`src/bp_params.svh`:
```
`ifndef BP_PARAMS_SVH
`define BP_PARAMS_SVH

// branch address width
`define BP_ADDR_WIDTH 32

// global and local history length, also the pattern table index width
`define BP_HISTORY_DEPTH 8

`define BP_BHT_INDEX_BITS 6      // local history table, pc[7:2]
`define BP_CHOOSER_INDEX_BITS 6  // chooser table, pc[7:2]

// width of the resolve and correct-prediction counters
`define BP_PERF_WIDTH 16

`endif

```
`src/bp_pkg.sv`:
```
`default_nettype none

`include "bp_params.svh"

package bp_pkg;

    // two-bit saturating counter, msb set means taken
    typedef enum logic [1:0] {
        strongly_nt = 2'b00,
        weakly_nt   = 2'b01,
        weakly_t    = 2'b10,
        strongly_t  = 2'b11
    } ctr_state_t;

    // chooser msb picks the source
    typedef enum logic {
        local_pred  = 1'b0,
        global_pred = 1'b1
    } pred_src_t;

    // shift register of past outcomes, newest at bit 0
    typedef logic [`BP_HISTORY_DEPTH-1:0] history_t;

endpackage

`default_nettype wire

```
`src/history_unit.sv`:
```
`timescale 1ns/1ps
`default_nettype none

`include "bp_params.svh"

module history_unit (
    input  logic                      clk,
    input  logic                      rst,
    input  logic [`BP_ADDR_WIDTH-1:0] lookup_pc,
    input  logic [`BP_ADDR_WIDTH-1:0] resolve_pc,
    input  logic                      shift_en,
    input  logic                      taken,
    output bp_pkg::history_t          global_hist,
    output bp_pkg::history_t          lookup_local_hist,
    output bp_pkg::history_t          resolve_local_hist
);
    import bp_pkg::*;

    localparam int BHT_ENTRIES = 2 ** `BP_BHT_INDEX_BITS;

    history_t global_q;                         // ghr
    history_t local_q [BHT_ENTRIES];            // bht, one history per pc slot

    logic [`BP_BHT_INDEX_BITS-1:0] lookup_idx;
    logic [`BP_BHT_INDEX_BITS-1:0] resolve_idx;

    // word aligned pcs, skip the low two bits
    assign lookup_idx  = lookup_pc[`BP_BHT_INDEX_BITS+1:2];
    assign resolve_idx = resolve_pc[`BP_BHT_INDEX_BITS+1:2];

    assign global_hist        = global_q;
    assign lookup_local_hist  = local_q[lookup_idx];
    assign resolve_local_hist = local_q[resolve_idx];

    always_ff @(posedge clk) begin
        if (rst) begin
            global_q <= '0;
        end else if (shift_en) begin
            global_q <= {global_q[`BP_HISTORY_DEPTH-2:0], taken};   // newest outcome at bit 0
        end
    end

    // same shift for the resolving branch's own history
    always_ff @(posedge clk) begin
        if (rst) begin
            for (int i = 0; i < BHT_ENTRIES; i++) begin
                local_q[i] <= '0;
            end
        end else if (shift_en) begin
            local_q[resolve_idx] <= {resolve_local_hist[`BP_HISTORY_DEPTH-2:0], taken};
        end
    end

endmodule : history_unit

`default_nettype wire

```
`src/perf_counter.sv`:
```
`timescale 1ns/1ps
`default_nettype none

`include "bp_params.svh"

module perf_counter #(
    parameter int WIDTH = `BP_PERF_WIDTH
) (
    input  logic             clk,
    input  logic             rst,
    input  logic             count,
    output logic [WIDTH-1:0] value
);

    logic [WIDTH-1:0] incr;

    assign incr = {{(WIDTH-1){1'b0}}, count};   // zero or one

    // wraps silently at 2**WIDTH
    always_ff @(posedge clk) begin
        if (rst) begin
            value <= '0;
        end else begin
            value <= value + incr;
        end
    end

endmodule : perf_counter

`default_nettype wire

```
`src/sat_counter_table.sv`:
```
`timescale 1ns/1ps
`default_nettype none

`include "bp_params.svh"

module sat_counter_table #(
    parameter int INDEX_BITS = `BP_HISTORY_DEPTH
) (
    input  logic                  clk,
    input  logic                  rst,
    input  logic [INDEX_BITS-1:0] lookup_index,
    input  logic [INDEX_BITS-1:0] train_index,
    output bp_pkg::ctr_state_t    lookup_state,
    output bp_pkg::ctr_state_t    train_state,
    input  logic                  inc,
    input  logic                  dec
);
    import bp_pkg::*;

    localparam int ENTRIES = 2 ** INDEX_BITS;

    ctr_state_t counters [ENTRIES];
    ctr_state_t train_next;

    // both reads see the table before this edge's update
    assign lookup_state = counters[lookup_index];
    assign train_state  = counters[train_index];

    always_comb begin
        train_next = train_state;                               // hold by default
        if (inc && train_state != strongly_t) begin
            train_next = ctr_state_t'(train_state + 2'd1);      // step toward taken
        end else if (dec && train_state != strongly_nt) begin
            train_next = ctr_state_t'(train_state - 2'd1);      // step toward not taken
        end
    end

    always_ff @(posedge clk) begin
        if (rst) begin
            for (int i = 0; i < ENTRIES; i++) begin
                counters[i] <= weakly_nt;
            end
        end else if (inc || dec) begin
            counters[train_index] <= train_next;
        end
    end

endmodule : sat_counter_table

`default_nettype wire

```
`src/tournament_predictor.sv`:
```
`timescale 1ns/1ps
`default_nettype none

`include "bp_params.svh"

module tournament_predictor (
    input  logic                      clk,
    input  logic                      rst,

    // lookup side
    input  logic                      lookup_valid,
    input  logic [`BP_ADDR_WIDTH-1:0] lookup_pc,
    output logic                      pred_valid,
    output logic                      pred_taken,

    // resolve side
    input  logic                      resolve_valid,
    input  logic                      resolve_taken,
    input  logic [`BP_ADDR_WIDTH-1:0] resolve_pc,

    // perf counters
    output logic [`BP_PERF_WIDTH-1:0] num_branches,
    output logic [`BP_PERF_WIDTH-1:0] num_correct
);
    import bp_pkg::*;

    history_t global_hist;
    history_t lookup_local_hist;
    history_t resolve_local_hist;

    ctr_state_t lu_global_state;
    ctr_state_t lu_local_state;
    ctr_state_t lu_chooser_state;
    ctr_state_t rs_global_state;
    ctr_state_t rs_local_state;
    ctr_state_t rs_chooser_state;

    pred_src_t lu_src;
    pred_src_t rs_src;

    logic lu_pred;
    logic rs_pred;
    logic global_correct;
    logic local_correct;
    logic pht_inc;
    logic pht_dec;
    logic chooser_inc;
    logic chooser_dec;
    logic correct_count;

    // tournament mux, counter msb of the chosen table
    function automatic logic pick_pred(pred_src_t src, ctr_state_t local_st,
                                       ctr_state_t global_st);
        logic taken;
        unique case (src)
            local_pred:  taken = local_st[1];
            global_pred: taken = global_st[1];
            default:     taken = 1'b0;
        endcase
        return taken;
    endfunction

    history_unit u_history (
        .clk(clk),
        .rst(rst),
        .lookup_pc(lookup_pc),
        .resolve_pc(resolve_pc),
        .shift_en(resolve_valid),
        .taken(resolve_taken),
        .global_hist(global_hist),
        .lookup_local_hist(lookup_local_hist),
        .resolve_local_hist(resolve_local_hist)
    );

    sat_counter_table #(.INDEX_BITS(`BP_HISTORY_DEPTH)) u_global_pht (
        .clk(clk),
        .rst(rst),
        .lookup_index(global_hist),
        .train_index(global_hist),          // one ghr serves both sides
        .lookup_state(lu_global_state),
        .train_state(rs_global_state),
        .inc(pht_inc),
        .dec(pht_dec)
    );

    sat_counter_table #(.INDEX_BITS(`BP_HISTORY_DEPTH)) u_local_pht (
        .clk(clk),
        .rst(rst),
        .lookup_index(lookup_local_hist),
        .train_index(resolve_local_hist),
        .lookup_state(lu_local_state),
        .train_state(rs_local_state),
        .inc(pht_inc),
        .dec(pht_dec)
    );

    sat_counter_table #(.INDEX_BITS(`BP_CHOOSER_INDEX_BITS)) u_chooser (
        .clk(clk),
        .rst(rst),
        .lookup_index(lookup_pc[`BP_CHOOSER_INDEX_BITS+1:2]),
        .train_index(resolve_pc[`BP_CHOOSER_INDEX_BITS+1:2]),
        .lookup_state(lu_chooser_state),
        .train_state(rs_chooser_state),
        .inc(chooser_inc),
        .dec(chooser_dec)
    );

    // lookup prediction
    assign lu_src  = pred_src_t'(lu_chooser_state[1]);
    assign lu_pred = pick_pred(lu_src, lu_local_state, lu_global_state);

    always_ff @(posedge clk) begin
        if (rst) begin
            pred_valid <= 1'b0;
            pred_taken <= 1'b0;
        end else begin
            pred_valid <= lookup_valid;
            if (lookup_valid) begin
                pred_taken <= lu_pred;          // holds between lookups
            end
        end
    end

    // resolve side, all from pre-update tables
    assign rs_src         = pred_src_t'(rs_chooser_state[1]);
    assign rs_pred        = pick_pred(rs_src, rs_local_state, rs_global_state);
    assign global_correct = (rs_global_state[1] == resolve_taken);
    assign local_correct  = (rs_local_state[1] == resolve_taken);

    // both pattern tables follow the outcome
    assign pht_inc = resolve_valid && resolve_taken;
    assign pht_dec = resolve_valid && !resolve_taken;

    // chooser leans toward whichever table alone got it right
    assign chooser_inc = resolve_valid && global_correct && !local_correct;
    assign chooser_dec = resolve_valid && local_correct && !global_correct;

    assign correct_count = resolve_valid && (rs_pred == resolve_taken);

    perf_counter #(.WIDTH(`BP_PERF_WIDTH)) u_branch_count (
        .clk(clk),
        .rst(rst),
        .count(resolve_valid),
        .value(num_branches)
    );

    perf_counter #(.WIDTH(`BP_PERF_WIDTH)) u_correct_count (
        .clk(clk),
        .rst(rst),
        .count(correct_count),
        .value(num_correct)
    );

endmodule : tournament_predictor

`default_nettype wire
```
`config.mk`:
```
export PLATFORM = sky130hd
export DESIGN_NAME = tournament_predictor
export DESIGN_NICKNAME = d
export VERILOG_FILES = /design/src/bp_pkg.sv /design/src/history_unit.sv /design/src/perf_counter.sv /design/src/sat_counter_table.sv /design/src/tournament_predictor.sv
export VERILOG_INCLUDE_DIRS = /design/src
export SDC_FILE = /design/constraint.sdc
export NUM_CORES = 2
export LEC_CHECK = 0
export ABC_AREA = 1
export BUFFER_PORTS_ARGS = -buffer_cell sky130_fd_sc_hd__buf_2
export CAP_MARGIN = 20
export CORE_MARGIN = 2
export CORE_UTILIZATION = 62
export DETAILED_ROUTE_END_ITERATION = 6
export PLACE_DENSITY = 0.78
export SLEW_MARGIN = 20
export SYNTH_ARGS = -nofsm -noshare
export SYNTH_HDL_FRONTEND = slang
export SYNTH_SLANG_ARGS = --single-unit
```
`constraint.sdc`:
```
create_clock -name clk -period 7.35 [get_ports clk]
set_input_delay 1.47 -clock clk [delete_from_list [all_inputs] [get_ports clk]]
set_output_delay 1.47 -clock clk [all_outputs]
set_load 0.02 [all_outputs]
```
==> results by stage <==
Timing:
- The final period demand of the worst path is 7.04 ns.
- The final clock period utilization by the worst path is 95.8%.
- Timing would allow up to 0.142 GHz.
- Setup repair after global routing left no endpoint under its margin.
- The worst relative slew slack is 21.8%.
- The number of max-slew violations in the final report is 0.
- Between clock sinks in the finished design, the worst skew comes to 0.0587 ns.
- For the pin with the worst max-slew slack, the measured transition is 1.17 ns.
- The setup TNS after final layout is 0 ns.
- The worst path meets setup with 0.305 ns of slack.
- The hold violation total from the final report is 0.
- The total of endpoints with negative setup slack in the final report is 0.

Critical path:
- The sort of element at the end of the critical path is a flip-flop.
- For this design, the slowest cell found on the critical path is sky130_fd_sc_hd__nor2_4.
- The arrival time of the worst setup path is 7.56 ns.
- The most common cell type on the critical path is sky130_fd_sc_hd__nand2_1.
- The largest fanout on the critical path is 85.
- STA classifies the critical path startpoint as an input pin.
- The type of the worst setup path is input pin to flip-flop.
- The worst path required time is 7.86 ns.
- The largest single stage delay on the critical path is 0.82 ns.
- In this run the register-to-register setup slack is 1.22 ns.

Detailed routing:
- The number of DRC markers in iteration 0 is 13700.
- The wire length reported by the detailed router is 298000 um.
- In the routed design, unresolved DRC markers number 1.
- The average wire per cell in the routed design is 23.7 um.
- For this run, the detailed router's first-pass iteration total came to 7.
- The count of nets left with antenna violations once routing finished came out at 0.
- The routed layout has 82100 vias.
- Using the TritonRoute via totals, the vias-per-cell ratio works out to 6.52.

Status:
- The flow ran to the end, but the final reports show violations.
- The final reports fail on DRC.

Pwr:
- The worst-case IR drop observed on VDD is 0.000277 V.
- The static leakage is 35.3 nW.
- The overall power is 25.9 mW.
- Power spread over the standard cell area amounts to 259 nW/um2.

Finish:
- The net count of the finished layout is 10600.
- Once layout is complete, the utilization of the core stands at 68.4%.
- Counting the fill cells in the layout gives 11000.
- From synthesis to final layout, the design area changed by 9.47%.
- The share of final-layout standard cells stronger than drive strength 1 is 6.91%.
- The count of placed standard cells in the final layout, fillers left out is 12600.

GRT:
- For this run, the total global-route usage over all layers was measured as 38.6%.
- The initial antenna violation count came to 14.
- After global routing the overflow that remains totals 0.
- The via count of the first global-routing pass is 78000.
- The maximum number of pins on one net before global-route repair is 185.
- The first-pass GRT wire length is 447000 um.

Floorplanning:
- During I/O placement, the number of pins put on the boundary was 103.
- The floorplan step set the die width to 387 um.
- The number of rows created at floorplan is 140.
- The die is 387 um tall.
- The placeable core region is 146000 um2.
- The initial utilization of the core area, before any placement, comes to 62.5%.
- The floorplan die area is 150000 um2.

Placed design:
- Summed over all nets, the half-perimeter wirelength after detailed placement is 183000 um.
- Counting tap cells, the placed design contains a total of 12300 instances.
- OpenSTA, run right after detailed placement, puts the worst setup slack at -0.117 ns.
- Routability-driven placement finished with a final weighted congestion of 1.01.
- The count of buffers inserted at the top-level ports is 50.

Synthesis:
- The post-synthesis instance area is 91000 um2.
- By area the synthesized netlist is led by sky130_fd_sc_hd__edfxtp_1, sky130_fd_sc_hd__nand2_1, sky130_fd_sc_hd__nor2_1, sky130_fd_sc_hd__nand3_1, sky130_fd_sc_hd__inv_1.
- The synthesized instance count is 10800.
- After synthesis, the netlist uses 54 different library cells.
- The most used flip-flop cell after synthesis is sky130_fd_sc_hd__edfxtp_1.
- In this run the biggest area consumer among cell types represents 54.9% of the synthesized area.
- The synthesized design contains 1664 enable-type register cells.
- After synthesis, the mean cell area works out to 8.41 um2.
- Of all flip-flops after synthesis, the portion carrying an async set or reset was 0%.
- Summing the sequential cell areas from Yosys gives 56.0% of the chip area.
- During synthesis, Yosys emitted a total of 0 warnings.
- The number of flip-flops and latches in the synthesized netlist is 1714.
- The cell taking the most area after synthesis is sky130_fd_sc_hd__edfxtp_1.
- Synthesis produced a netlist with a net count of 10900.

Clock tree:
- The clock passes through at most 3 buffers.
- The clock latency reported for the late side of the worst-skew pair is 0.85 ns.
- The buffer type at the clock tree root is sky130_fd_sc_hd__clkbuf_16.
- The number of hold buffers added after CTS was 0.
- The number of gates resized after cts is 0.
- CTS built an H-tree with a depth of 4.
- The CTS tree is done.
- After clock tree synthesis, the clock-pin slew on the worst setup and hold paths is 0.07 ns.
- Clock tree synthesis found a total of 1714 sinks.
- The number of buffers inserted during clock tree synthesis is 177.
- The number of post-CTS setup repair buffers is 0.

Run:
- The max-capacitance violation count is 0.

Worst hold path:
- The worst hold path belongs to the class flip-flop to flip-flop.
kinds of logic after synthesis:
group	count (synthesis)	synth area share, %
fa+ha+maj	10	0.137
flops	1714	56.0
xor+xnor	3	0.0289
simple gates	5769	25.6
buf+inv	1719	7.50
compound gates	1615	10.7
Yosys cell counts, types with 3 or more instances:
master / instances
sky130_fd_sc_hd__o31ai_1: 8
sky130_fd_sc_hd__a221oi_1: 57
sky130_fd_sc_hd__nand3b_1: 64
sky130_fd_sc_hd__buf_4: 17
sky130_fd_sc_hd__nand3_1: 678
sky130_fd_sc_hd__inv_2: 13
sky130_fd_sc_hd__a41oi_1: 4
sky130_fd_sc_hd__a32o_1: 48
sky130_fd_sc_hd__nand2_2: 9
sky130_fd_sc_hd__nor3_1: 43
sky130_fd_sc_hd__o41ai_1: 16
sky130_fd_sc_hd__dfxtp_1: 50
sky130_fd_sc_hd__edfxtp_1: 1664
sky130_fd_sc_hd__and3_1: 3
sky130_fd_sc_hd__nor2_2: 7
sky130_fd_sc_hd__o211ai_1: 128
sky130_fd_sc_hd__nor2_1: 2286
sky130_fd_sc_hd__inv_1: 816
sky130_fd_sc_hd__o21a_1: 4
sky130_fd_sc_hd__o221ai_1: 22
sky130_fd_sc_hd__or2_1: 3
sky130_fd_sc_hd__a21oi_1: 279
sky130_fd_sc_hd__a22oi_1: 64
sky130_fd_sc_hd__clkinv_1: 16
sky130_fd_sc_hd__nor3b_1: 3
sky130_fd_sc_hd__clkbuf_1: 571
sky130_fd_sc_hd__ha_1: 10
sky130_fd_sc_hd__o22ai_1: 331
sky130_fd_sc_hd__a22o_1: 19
sky130_fd_sc_hd__nand4_1: 136
sky130_fd_sc_hd__or2_2: 22
sky130_fd_sc_hd__o22a_1: 5
sky130_fd_sc_hd__a221o_1: 8
sky130_fd_sc_hd__buf_6: 10
sky130_fd_sc_hd__buf_2: 187
sky130_fd_sc_hd__o21ai_1: 47
sky130_fd_sc_hd__buf_1: 89
sky130_fd_sc_hd__o21ai_0: 565
sky130_fd_sc_hd__nand2_1: 2505
state kept, by name, indices dropped and copies added (netlist names), named ones only:
register	flops
u_global_pht.counters	512
pred_valid	1
u_history.local_q	512
u_branch_count.value	16
u_local_pht.counters	512
pred_taken	1
u_correct_count.value	16
u_chooser.counters	128
u_history.global_hist	8
cell type report:
class / instances / area [um2] / area share (%)
clock inverter: 101 / 1050 / 1.05
tap: 1917 / 2400 / 2.41
clock buffer: 218 / 4670 / 4.68
multi-input combinational: 7397 / 33500 / 33.6
sequential: 1714 / 51000 / 51.1
antenna: 6 / 15.0 / 0.0151
inverter: 845 / 3200 / 3.21
timing repair buffer: 385 / 3870 / 3.89
critical path: cells and delay by family:
family                   cells  cell delay (ns)
AND/OR/NAND/NOR             19             2.97
AO/OA/AOI/OAI                3             0.70
adder cells (fa/ha/maj)      1             0.12
buffers and inverters        9             2.11
report_power, final:
part / internal, mW / switching (mW)
clock: 5.15 / 3.92
combinational: 1.48 / 4.23
sequential: 10.9 / 0.139
total: 17.6 / 8.29
stage by stage:
stage                     instance area, um2  hold WS (ns)
after detailed placement               93900         0.489
after global placement                 93900         0.451
final                                  99700         0.497
after floorplan                        91000         0.492
after global routing                   99700         0.523
after CTS                              99600         0.499
per-layer routing:
metal | up-vias | global-route usage, % | share of wire [%]
li1 | 35800 | - | -
met4 | 22 | 22.7 | 6.7
met1 | 38200 | 49.0 | 34
met5 | - | 0 | 0.044
met3 | 1365 | 11.0 | 15
met2 | 6636 | 59.2 | 44
path summary, 6_finish.rpt:
| check | start | end | depth (start not counted) |
|---|---|---|---|
| setup / recovery | resolve_pc[3] | u_local_pht.counters[29][0] | 32 |
| hold / removal | u_branch_count.value[14] | u_branch_count.value[14] | 1 |
| setup reg to reg | u_history.local_q[23][3] | u_local_pht.counters[29][0] | 27 |
| hold reg to reg | u_branch_count.value[14] | u_branch_count.value[14] | 1 |
cell usage in the layout (no fill, tap or decap), drive strengths merged, types with 5 or more instances in the layout:
cell,Yosys,final
a22o,19,19
dfxtp,50,50
clkinvlp,0,8
a221oi,57,57
o211ai,128,128
nand3,679,679
a21oi,279,279
buf,303,385
nor2,2295,2295
ha,10,10
nand4,136,136
a221o,8,8
edfxtp,1664,1664
nand2,2516,2516
clkbuf,571,218
clkinv,16,82
o21ai,612,612
diode,0,6
o22a,5,5
o41ai,16,16
o31ai,8,8
bufinv,0,18
nand3b,65,65
o22ai,331,331
a22oi,64,64
o221ai,22,22
or2,27,27
inv,829,838
nor3,43,43
a32o,48,48
Note: power is estimated with default switching activity, not from simulation.
